[config.mk]
export PLATFORM = sky130hd
export DESIGN_NAME = icache_top
export DESIGN_NICKNAME = d
export VERILOG_FILES = /design/src/rtl/icache_pkg.sv /design/src/rtl/icache_top.sv /design/src/rtl/icache_rdata_sel.sv /design/src/rtl/icache_ctrl_fsm.sv /design/src/rtl/icache_data_array.sv /design/src/rtl/icache_tagv_lru.sv /design/src/rtl/icache_req_buf.sv
export VERILOG_INCLUDE_DIRS = /design/src /design/src/rtl
export SDC_FILE = /design/constraint.sdc
export NUM_CORES = 2
export LEC_CHECK = 0
export BUFFER_PORTS_ARGS = -buffer_cell sky130_fd_sc_hd__buf_2
export CELL_PAD_IN_SITES_DETAIL_PLACEMENT = 0
export CELL_PAD_IN_SITES_GLOBAL_PLACEMENT = 1
export CORE_MARGIN = 4
export CORE_UTILIZATION = 61
export DETAILED_ROUTE_END_ITERATION = 10
export PLACE_DENSITY_LB_ADDON = 0.1
export SLEW_MARGIN = 10
export SYNTH_ARGS = -nofsm -noshare
export SYNTH_HDL_FRONTEND = slang
export SYNTH_MEMORY_MAX_BITS = 65536
export SYNTH_SLANG_ARGS = --single-unit
[constraint.sdc]
create_clock -name clk -period 30.7 [get_ports clk]
set_input_delay 9.21 -clock clk [delete_from_list [all_inputs] [get_ports clk]]
set_output_delay 9.21 -clock clk [all_outputs]
set_load 0.02 [all_outputs]
[src/rtl/icache_consts.svh]
`ifndef ICACHE_CONSTS_SVH
`define ICACHE_CONSTS_SVH

//////////////////////////////
// cache geometry
//////////////////////////////

`define ICACHE_INDEX_W   4                      // 16 sets
`define ICACHE_OFFSET_W  2                      // 4 words per line
`define ICACHE_TAG_W     (32 - `ICACHE_INDEX_W - `ICACHE_OFFSET_W - 2)
`define ICACHE_LINE_W    128
`define ICACHE_WAYS      2                      // lru below assumes two

// derived
`define ICACHE_SETS      (1 << `ICACHE_INDEX_W)

`endif
[src/rtl/icache_pkg.sv]
`include "icache_consts.svh"

package icache_pkg;

    //////////////////////////////
    // fetch side
    //////////////////////////////

    typedef struct packed {
        logic [31:0] addr;                      // word aligned
    } icache_req_t;

    typedef struct packed {
        logic [31:0] data;                      // instruction word
    } icache_resp_t;

    // request address split for the arrays
    typedef struct packed {
        logic [`ICACHE_TAG_W-1:0]    tag;
        logic [`ICACHE_INDEX_W-1:0]  index;
        logic [`ICACHE_OFFSET_W-1:0] offset;
    } icache_lookup_t;

    //////////////////////////////
    // refill port
    //////////////////////////////

    typedef struct packed {
        logic [31:0] addr;                      // line aligned
    } mem_req_t;

    typedef struct packed {
        logic [`ICACHE_LINE_W-1:0] line;
    } mem_resp_t;

    typedef enum logic [2:0] {
        IDLE,
        LOOKUP,
        MISS_ADDR,
        MISS_DATA,
        FLUSH
    } icache_state_e;

endpackage

[src/rtl/icache_top.sv]
`timescale 1ns/1ps
`include "icache_consts.svh"

module icache_top (
    input  logic                        clk,
    input  logic                        rstn,
    input  logic                        req_valid,
    input  icache_pkg::icache_req_t     req,
    output logic                        req_ready,
    input  logic                        flush,
    output logic                        rdata_valid,
    output icache_pkg::icache_resp_t    rdata,
    output logic                        mem_req_valid,
    output icache_pkg::mem_req_t        mem_req,
    input  logic                        mem_addr_ok,
    input  logic                        mem_data_ok,
    input  icache_pkg::mem_resp_t       mem_rdata
);
    import icache_pkg::*;

    icache_lookup_t              lookup;
    logic                        rbuf_we;
    logic [`ICACHE_WAYS-1:0]     hit;
    logic                        victim_way;
    logic [`ICACHE_WAYS-1:0]     line_we;
    logic                        lru_touch;
    logic                        touch_way;
    logic                        sel_refill;
    logic                        hit_way;
    logic                        resp_en;
    logic [`ICACHE_LINE_W-1:0]   way0_line;
    logic [`ICACHE_LINE_W-1:0]   way1_line;

    //////////////////////////////
    // decode
    //////////////////////////////

    icache_req_buf u_req_buf (
        .clk     (clk),
        .rstn    (rstn),
        .rbuf_we (rbuf_we),
        .req     (req),
        .lookup  (lookup)
    );

    //////////////////////////////
    // arrays
    //////////////////////////////

    icache_tagv_lru u_tagv_lru (
        .clk        (clk),
        .rstn       (rstn),
        .lookup     (lookup),
        .line_we    (line_we),
        .lru_touch  (lru_touch),
        .touch_way  (touch_way),
        .hit        (hit),
        .victim_way (victim_way)
    );

    icache_data_array u_data_array (
        .clk       (clk),
        .lookup    (lookup),
        .line_we   (line_we),
        .mem_rdata (mem_rdata),
        .way0_line (way0_line),
        .way1_line (way1_line)
    );

    //////////////////////////////
    // execute
    //////////////////////////////

    icache_ctrl_fsm u_ctrl_fsm (
        .clk           (clk),
        .rstn          (rstn),
        .req_valid     (req_valid),
        .flush         (flush),
        .mem_addr_ok   (mem_addr_ok),
        .mem_data_ok   (mem_data_ok),
        .hit           (hit),
        .victim_way    (victim_way),
        .lookup        (lookup),
        .req_ready     (req_ready),
        .rbuf_we       (rbuf_we),
        .mem_req_valid (mem_req_valid),
        .mem_req       (mem_req),
        .line_we       (line_we),
        .lru_touch     (lru_touch),
        .touch_way     (touch_way),
        .sel_refill    (sel_refill),
        .hit_way       (hit_way),
        .resp_en       (resp_en)
    );

    //////////////////////////////
    // result
    //////////////////////////////

    icache_rdata_sel u_rdata_sel (
        .clk         (clk),
        .lookup      (lookup),
        .way0_line   (way0_line),
        .way1_line   (way1_line),
        .mem_rdata   (mem_rdata),
        .sel_refill  (sel_refill),
        .hit_way     (hit_way),
        .resp_en     (resp_en),
        .rdata_valid (rdata_valid),
        .rdata       (rdata)
    );

endmodule

[src/rtl/icache_rdata_sel.sv]
`timescale 1ns/1ps
`include "icache_consts.svh"

module icache_rdata_sel (
    input  logic                        clk,
    input  icache_pkg::icache_lookup_t  lookup,
    input  logic [`ICACHE_LINE_W-1:0]   way0_line,
    input  logic [`ICACHE_LINE_W-1:0]   way1_line,
    input  icache_pkg::mem_resp_t       mem_rdata,
    input  logic                        sel_refill,
    input  logic                        hit_way,
    input  logic                        resp_en,
    output logic                        rdata_valid,
    output icache_pkg::icache_resp_t    rdata
);

    logic [`ICACHE_LINE_W-1:0] hit_line;
    logic [`ICACHE_LINE_W-1:0] line_sel;

    //////////////////////////////
    // line and word select
    //////////////////////////////

    assign hit_line = hit_way ? way1_line : way0_line;

    // refill data bypasses the array on a miss
    assign line_sel = sel_refill ? mem_rdata.line : hit_line;

    assign rdata.data = line_sel[32 * lookup.offset +: 32];

    // nothing goes back for a squashed lookup
    assign rdata_valid = resp_en;

    // returned word must come from a written line or a real refill beat
    a_rdata_known: assert property (
        @(posedge clk)
        resp_en |-> !$isunknown(rdata)
    ) else $error("icache_rdata_sel: unknown rdata on a response");

endmodule

[src/rtl/icache_ctrl_fsm.sv]
`timescale 1ns/1ps
`include "icache_consts.svh"

module icache_ctrl_fsm (
    input  logic                        clk,
    input  logic                        rstn,
    input  logic                        req_valid,
    input  logic                        flush,
    input  logic                        mem_addr_ok,
    input  logic                        mem_data_ok,
    input  logic [`ICACHE_WAYS-1:0]     hit,
    input  logic                        victim_way,
    input  icache_pkg::icache_lookup_t  lookup,
    output logic                        req_ready,
    output logic                        rbuf_we,
    output logic                        mem_req_valid,
    output icache_pkg::mem_req_t        mem_req,
    output logic [`ICACHE_WAYS-1:0]     line_we,
    output logic                        lru_touch,
    output logic                        touch_way,
    output logic                        sel_refill,
    output logic                        hit_way,
    output logic                        resp_en
);
    import icache_pkg::*;

    icache_state_e state_q;
    icache_state_e state_d;
    logic          rstn_q;      // reset release seen by one edge
    logic          free;        // current request done, port may take another
    logic          miss;

    assign miss = ~|hit;

    // keeps ready low for the first clock after reset release
    always_ff @(posedge clk or negedge rstn) begin
        if (!rstn) begin
            rstn_q <= 1'b0;
        end else begin
            rstn_q <= 1'b1;
        end
    end

    always_ff @(posedge clk or negedge rstn) begin
        if (!rstn) begin
            state_q <= IDLE;
        end else begin
            state_q <= state_d;
        end
    end

    //////////////////////////////
    // next state and outputs
    //////////////////////////////

    always_comb begin
        state_d       = state_q;
        free          = 1'b0;
        rbuf_we       = 1'b0;
        mem_req_valid = 1'b0;
        line_we       = '0;
        lru_touch     = 1'b0;
        touch_way     = 1'b0;
        sel_refill    = 1'b0;
        hit_way       = 1'b0;
        resp_en       = 1'b0;

        case (state_q)
            IDLE, FLUSH: begin
                free = 1'b1;
            end
            LOOKUP: begin
                if (flush) begin
                    free = 1'b1;                // squash, no response and no refill
                end else if (miss) begin
                    mem_req_valid = 1'b1;       // refill request goes out right away
                    state_d       = mem_addr_ok ? MISS_DATA : MISS_ADDR;
                end else begin
                    free      = 1'b1;
                    resp_en   = 1'b1;
                    hit_way   = hit[1];
                    lru_touch = 1'b1;
                    touch_way = hit[1];
                end
            end
            MISS_ADDR: begin
                mem_req_valid = 1'b1;
                if (mem_addr_ok) begin
                    state_d = MISS_DATA;
                end
            end
            MISS_DATA: begin
                // flush is ignored here, the refilled word is still returned
                if (mem_data_ok) begin
                    free       = 1'b1;
                    sel_refill = 1'b1;          // forward straight from memory
                    resp_en    = 1'b1;
                    line_we    = victim_way ? 2'b10 : 2'b01;
                    lru_touch  = 1'b1;
                    touch_way  = victim_way;
                end
            end
            default: begin
                state_d = IDLE;
            end
        endcase

        // shared accept path
        if (free) begin
            rbuf_we = req_valid & rstn_q & ~flush;
            if (flush) begin
                state_d = FLUSH;                // requests taken now are dropped
            end else if (rbuf_we) begin
                state_d = LOOKUP;
            end else begin
                state_d = IDLE;
            end
        end
    end

    assign req_ready = free & rstn_q;

    // line aligned refill address
    assign mem_req.addr = {lookup.tag, lookup.index, {(`ICACHE_OFFSET_W + 2){1'b0}}};

    //////////////////////////////
    // memory handshake checks
    //////////////////////////////

    a_mem_req_hold: assert property (
        @(posedge clk) disable iff (!rstn)
        mem_req_valid && !mem_addr_ok |=> mem_req_valid
    ) else $error("icache_ctrl_fsm: mem_req_valid dropped before mem_addr_ok");

    a_mem_req_stable: assert property (
        @(posedge clk) disable iff (!rstn)
        mem_req_valid && !mem_addr_ok |=> $stable(mem_req)
    ) else $error("icache_ctrl_fsm: mem_req changed while waiting for mem_addr_ok");

endmodule

[src/rtl/icache_data_array.sv]
`timescale 1ns/1ps
`include "icache_consts.svh"

module icache_data_array (
    input  logic                        clk,
    input  icache_pkg::icache_lookup_t  lookup,
    input  logic [`ICACHE_WAYS-1:0]     line_we,
    input  icache_pkg::mem_resp_t       mem_rdata,
    output logic [`ICACHE_LINE_W-1:0]   way0_line,
    output logic [`ICACHE_LINE_W-1:0]   way1_line
);

    logic [`ICACHE_WAYS-1:0][`ICACHE_LINE_W-1:0] rd_line;

    //////////////////////////////
    // line storage
    //////////////////////////////

    for (genvar w = 0; w < `ICACHE_WAYS; w++) begin : g_way
        logic [`ICACHE_LINE_W-1:0] line_q [`ICACHE_SETS];

        always_ff @(posedge clk) begin
            if (line_we[w]) begin
                line_q[lookup.index] <= mem_rdata.line;   // full line refill
            end
        end

        assign rd_line[w] = line_q[lookup.index];   // async read
    end

    assign way0_line = rd_line[0];
    assign way1_line = rd_line[1];

    // only the lru victim is ever refilled
    a_one_way_we: assert property (
        @(posedge clk) line_we != 2'b11
    ) else $error("icache_data_array: both ways written at set %0d", lookup.index);

endmodule

[src/rtl/icache_tagv_lru.sv]
`timescale 1ns/1ps
`include "icache_consts.svh"

module icache_tagv_lru (
    input  logic                        clk,
    input  logic                        rstn,
    input  icache_pkg::icache_lookup_t  lookup,
    input  logic [`ICACHE_WAYS-1:0]     line_we,
    input  logic                        lru_touch,
    input  logic                        touch_way,
    output logic [`ICACHE_WAYS-1:0]     hit,
    output logic                        victim_way
);

    //////////////////////////////
    // tag and valid per way
    //////////////////////////////

    for (genvar w = 0; w < `ICACHE_WAYS; w++) begin : g_way
        logic [`ICACHE_TAG_W-1:0] tag_q [`ICACHE_SETS];
        logic [`ICACHE_SETS-1:0]  valid_q;

        // tag written together with the refill line
        always_ff @(posedge clk) begin
            if (line_we[w]) begin
                tag_q[lookup.index] <= lookup.tag;
            end
        end

        always_ff @(posedge clk or negedge rstn) begin
            if (!rstn) begin
                valid_q <= '0;                  // whole cache invalid
            end else if (line_we[w]) begin
                valid_q[lookup.index] <= 1'b1;
            end
        end

        assign hit[w] = valid_q[lookup.index] && (tag_q[lookup.index] == lookup.tag);
    end

    //////////////////////////////
    // lru, one bit per set
    //////////////////////////////

    // holds the way used last
    logic [`ICACHE_SETS-1:0] lru_q;

    always_ff @(posedge clk or negedge rstn) begin
        if (!rstn) begin
            lru_q <= '0;
        end else if (lru_touch) begin
            lru_q[lookup.index] <= touch_way;
        end
    end

    assign victim_way = ~lru_q[lookup.index];   // the other way goes

    // a line is only refilled on a miss in both ways, so
    // one tag can never sit in both ways of a set
    a_hit_onehot: assert property (
        @(posedge clk) disable iff (!rstn)
        !(&hit)
    ) else $error("icache_tagv_lru: hit in both ways of set %0d", lookup.index);

endmodule

[src/rtl/icache_req_buf.sv]
`timescale 1ns/1ps
`include "icache_consts.svh"

module icache_req_buf (
    input  logic                        clk,
    input  logic                        rstn,
    input  logic                        rbuf_we,
    input  icache_pkg::icache_req_t     req,
    output icache_pkg::icache_lookup_t  lookup
);

    // address of the request in lookup or refill
    logic [31:0] addr_q;

    always_ff @(posedge clk or negedge rstn) begin
        if (!rstn) begin
            addr_q <= 32'h0;
        end else if (rbuf_we) begin
            addr_q <= req.addr;
        end
    end

    //////////////////////////////
    // field split
    //////////////////////////////

    // held through a miss, so refill address and word select do not move
    assign lookup.tag    = addr_q[31 -: `ICACHE_TAG_W];
    assign lookup.index  = addr_q[2 + `ICACHE_OFFSET_W +: `ICACHE_INDEX_W];
    assign lookup.offset = addr_q[2 +: `ICACHE_OFFSET_W];   // word in line

    // fetch must hand over word addresses only
    a_req_aligned: assert property (
        @(posedge clk) disable iff (!rstn)
        rbuf_we |-> (req.addr[1:0] == 2'b00)
    ) else $error("icache_req_buf: unaligned fetch address %h", req.addr);

endmodule

==> flow_metrics.py <==
metrics = {
    "clocking": {
        "clk_latency_ns": 0.97,
        "cts_tree": "built",
        "clk_pin_slew_worst_paths_ns": 0.06,
        "cts_made_buffers": 484,
        "post_cts_buffers": 0,
        "clk_path_buf_depth": 4,
        "ctsHoldBuffers": 0,
        "cts_root_buf": "clkbuf_16",
        "clock_sinks": 4946,
        "cts_resized": 0,
        "htree_levels": 5,
    },
    "drt": {
        "drt_iter0_markers": 12400,
        "drt-total-wl_mm": 489,
        "drt_pass1_iterations": 6,
        "vias": 91100,
        "post_drt_wl_per_cell_microns": 37.6,
        "drtAntennaViolNets": 0,
        "drc": 0,
        "via_per_inst": 6.99,
    },
    "die": {
        "pin_count": 233,
        "start_util_pct": 61.4,
        "die_h_microns": 568,
        "dieWidth_microns": 568,
        "dieArea_sq_mm": 0.323,
        "fp-row-count": 205,
        "coreArea_sq_mm": 0.312,
    },
    "placed_design": {
        "dp_hpwl_mm": 249,
        "gp_congestion": 0.798,
        "port_buffers": 226,
        "placed_cell_area_sq_mm": 0.198,
    },
    "pwr": {
        "power.internal_uw": 12100,
        "powerDensity_mw_per_mm2": 75.7,
        "p_leak_uw": 0.0680,
        "p_seq_share_pct": 46.7,
        "peakVddDrop_mv": 0.0817,
        "combPwrFrac_pct": 17.1,
        "clockPowerShare_pct": 36.2,
        "power_switching_uw": 4060,
        "p_sw_share_pct": 25.1,
    },
    "global_routing": {
        "grt_pass1_vias": 91000,
        "antenna_found_initial": 57,
        "grt_max_degree": 139,
        "grt_pass1_wl_mm": 694,
        "overflow": 0,
        "grtUsageTotal_pct": 30.5,
    },
    "worst_setup_path": {
        "worstRegToRegCells": 9,
        "r2r-end": "u_data_array.g_way[1].line_q[8][116]",
        "r2r_setup_slack_ns": 22.81,
        "worstSetupStartpointType": "primary input",
        "path_common_cell": "buf_4",
        "path_cells": "buf_2 > nor3_2 > buf_4 > nand4_1 > buf_4 > buf_4 > mux2i_1 > o221ai_1 > o21a_1 > buf_2",
        "cp-end-kind": "output port",
        "worstPathArrival_ns": 13.27,
        "cp_max_fo": 36,
        "max_stage_delay_ns": 0.87,
        "cp_slowest_cell": "o221ai_1",
        "cp_data_required_time_ns": 21.49,
        "crit_type": "in -> out",
        "rr_startpoint": "u_req_buf.addr_q[4]",
    },
    "synth": {
        "synth_area_per_cell_sq_um": 24.1,
        "yosysMostFrequentCell": "edfxtp_1",
        "synth-edff-count": 4864,
        "yosysTopAreaCell": "edfxtp_1",
        "ys.flop_type": "edfxtp_1",
        "synth-seq-cells": 4946,
        "ys_async_sr_fraction_pct": 1.66,
        "yosys-top-cells-area": "edfxtp_1 76%, mux4_2 17%, mux2i_1 1.6%, dfrtp_1 1.1%, buf_2 0.44%",
        "syn_area_sq_mm": 0.192,
        "synth_top_cell_area_share_pct": 76.3,
        "seq_area_frac_synth_pct": 77.3,
        "netlist_instances": 7960,
        "yosys-top-cells-count": "4864 x edfxtp_1, 1448 x mux4_2, 303 x mux2i_1",
        "synth_cell_types": 77,
        "yosys_warnings": 0,
    },
    "sta": {
        "setup_tns_ns": 0,
        "holdWs_ns": 0.464,
        "rsz0062_at_grt": "false",
        "finalHoldViolCount": 0,
        "final-max-slew-violation-count": 0,
        "layout_worst_path_cycle_share_pct": 73.2,
        "period_needed_ns": 22.48,
        "max_clock_freq_mhz": 44.5,
        "worst_slew_pin_slew_ns": 1.25,
        "setup_viol": 0,
        "slew_headroom_pct": 16.5,
        "fin_skew_ns": 0.0411,
    },
    "worst_hold_path": {
        "holdPathStages": 1,
        "min_to": "u_tagv_lru.g_way[1].valid_q[11]",
        "hold_start": "u_tagv_lru.g_way[1].valid_q[11]",
        "holdCritPathClass": "reg -> reg",
    },
    "cells_and_area": {
        "syn_to_final_growth_pct": 11.5,
        "layout.nets": 8604,
        "post_route_cells_drive_above_1_share_pct": 30.7,
        "fin_area_sq_mm": 0.214,
    },
    "run": {
        "max_cap_viol_count": 0,
    },
    "run_status": {
        "status": "finished, final reports clean",
    },
}
==> critical path: cells and delay by family <==
family | cells | cell delay (ns)
simple gates | 2 | 0.49
buf+inv | 5 | 2.03
mux | 1 | 0.20
compound gates | 2 | 1.23
==> per-stage QoR <==
stage | setup WS [ns] | utilization, % | total power (uW) | instances
2_1_floorplan | 10.20 | - | 9610 | 7963
3_3_place_gp | 8.38 | 63.3 | 10500 | 12100
3_5_place_dp | 8.33 | 63.4 | 10500 | 12100
4_1_cts | 8.30 | 68.4 | 16300 | 13000
5_1_grt | 8.25 | 68.4 | 16700 | 13000
6_report | 8.22 | 68.4 | 16200 | 13000
==> layer usage <==
metal | global-route usage, % | up-vias | routed length (microns)
met5 | 0 | - | 121
met1 | 45.3 | 49700 | 190000
met2 | 48.1 | 5071 | 238000
li1 | - | 35300 | -
met4 | 9.54 | 18 | 16500
met3 | 4.66 | 920 | 44300
==> registers in the layout, indices dropped and copies added (netlist names) <==
| register | cells |
|---|---|
| u_tagv_lru.g_way.tag_q | 768 |
| u_ctrl_fsm.state_q | 3 |
| u_ctrl_fsm.rstn_q | 1 |
| u_tagv_lru.lru_q | 16 |
| u_data_array.g_way.line_q | 4096 |
| u_tagv_lru.g_way.valid_q | 32 |
| u_req_buf.addr_q | 30 |
==> logic make-up (layout without fill, tap and decap cells) <==
logic type             count (synthesis)  after routing  share of synthesized area (%)
XOR/XNOR                              44             44                          0.205
multiplexers                        1846           1846                           19.2
buffers and inverters                495           1389                           1.34
AO/OA/AOI/OAI                        294            294                           1.12
other                                  2             31                        0.00392
AND/OR/NAND/NOR                      333            333                          0.822
flip-flops                          4946           4946                           77.3
==> worst max path at each step <==
stage	cells past startpoint	start	endpoint	slack, ns
after floorplan	7	flush	rdata[14]	10.20
after global placement	10	flush	rdata[9]	8.38
after detailed placement	10	flush	rdata[11]	8.33
after CTS	10	flush	rdata[11]	8.30
after global routing	10	flush	rdata[11]	8.25
final	10	flush	rdata[11]	8.22
==> final cells by class <==
class / instances / area, sq um
multi-input cells: 2522 / 41100
inverters: 30 / 120
clock inverters: 299 / 2900
diodes: 26 / 65.1
repair buffers: 454 / 3180
fillers: 18900 / 98600
flip-flops and latches: 4946 / 148000
clock buffers: 606 / 12800
well taps: 4140 / 5180
==> power groups by stage <==
stage               Sequential [uW]  Clock, uW  Combinational (uW)
global placement               7680          0                2780
floorplan                      7690          0                1920
CTS                            7540       5930                2800
finish                         7540       5850                2770
global route                   7540       6230                2930
detailed placement             7690          0                2790
==> layout by cell type, fill, tap and decap left out, types with 48 or more instances in the layout <==
master,netlist,routed
clkinv_1,1,125
buf_4,68,202
dfrtp_1,82,76
mux2_2,48,48
a21oi_1,51,51
edfxtp_1,4864,4864
clkbuf_1,170,105
mux2i_1,303,303
buf_2,168,225
mux4_2,1448,1448
nor2_1,108,75
clkbuf_16,0,491
nand2_1,102,101
o221ai_1,56,56
bufinv_16,0,50
clkinv_2,0,88
(Power assumes the default switching activity.)
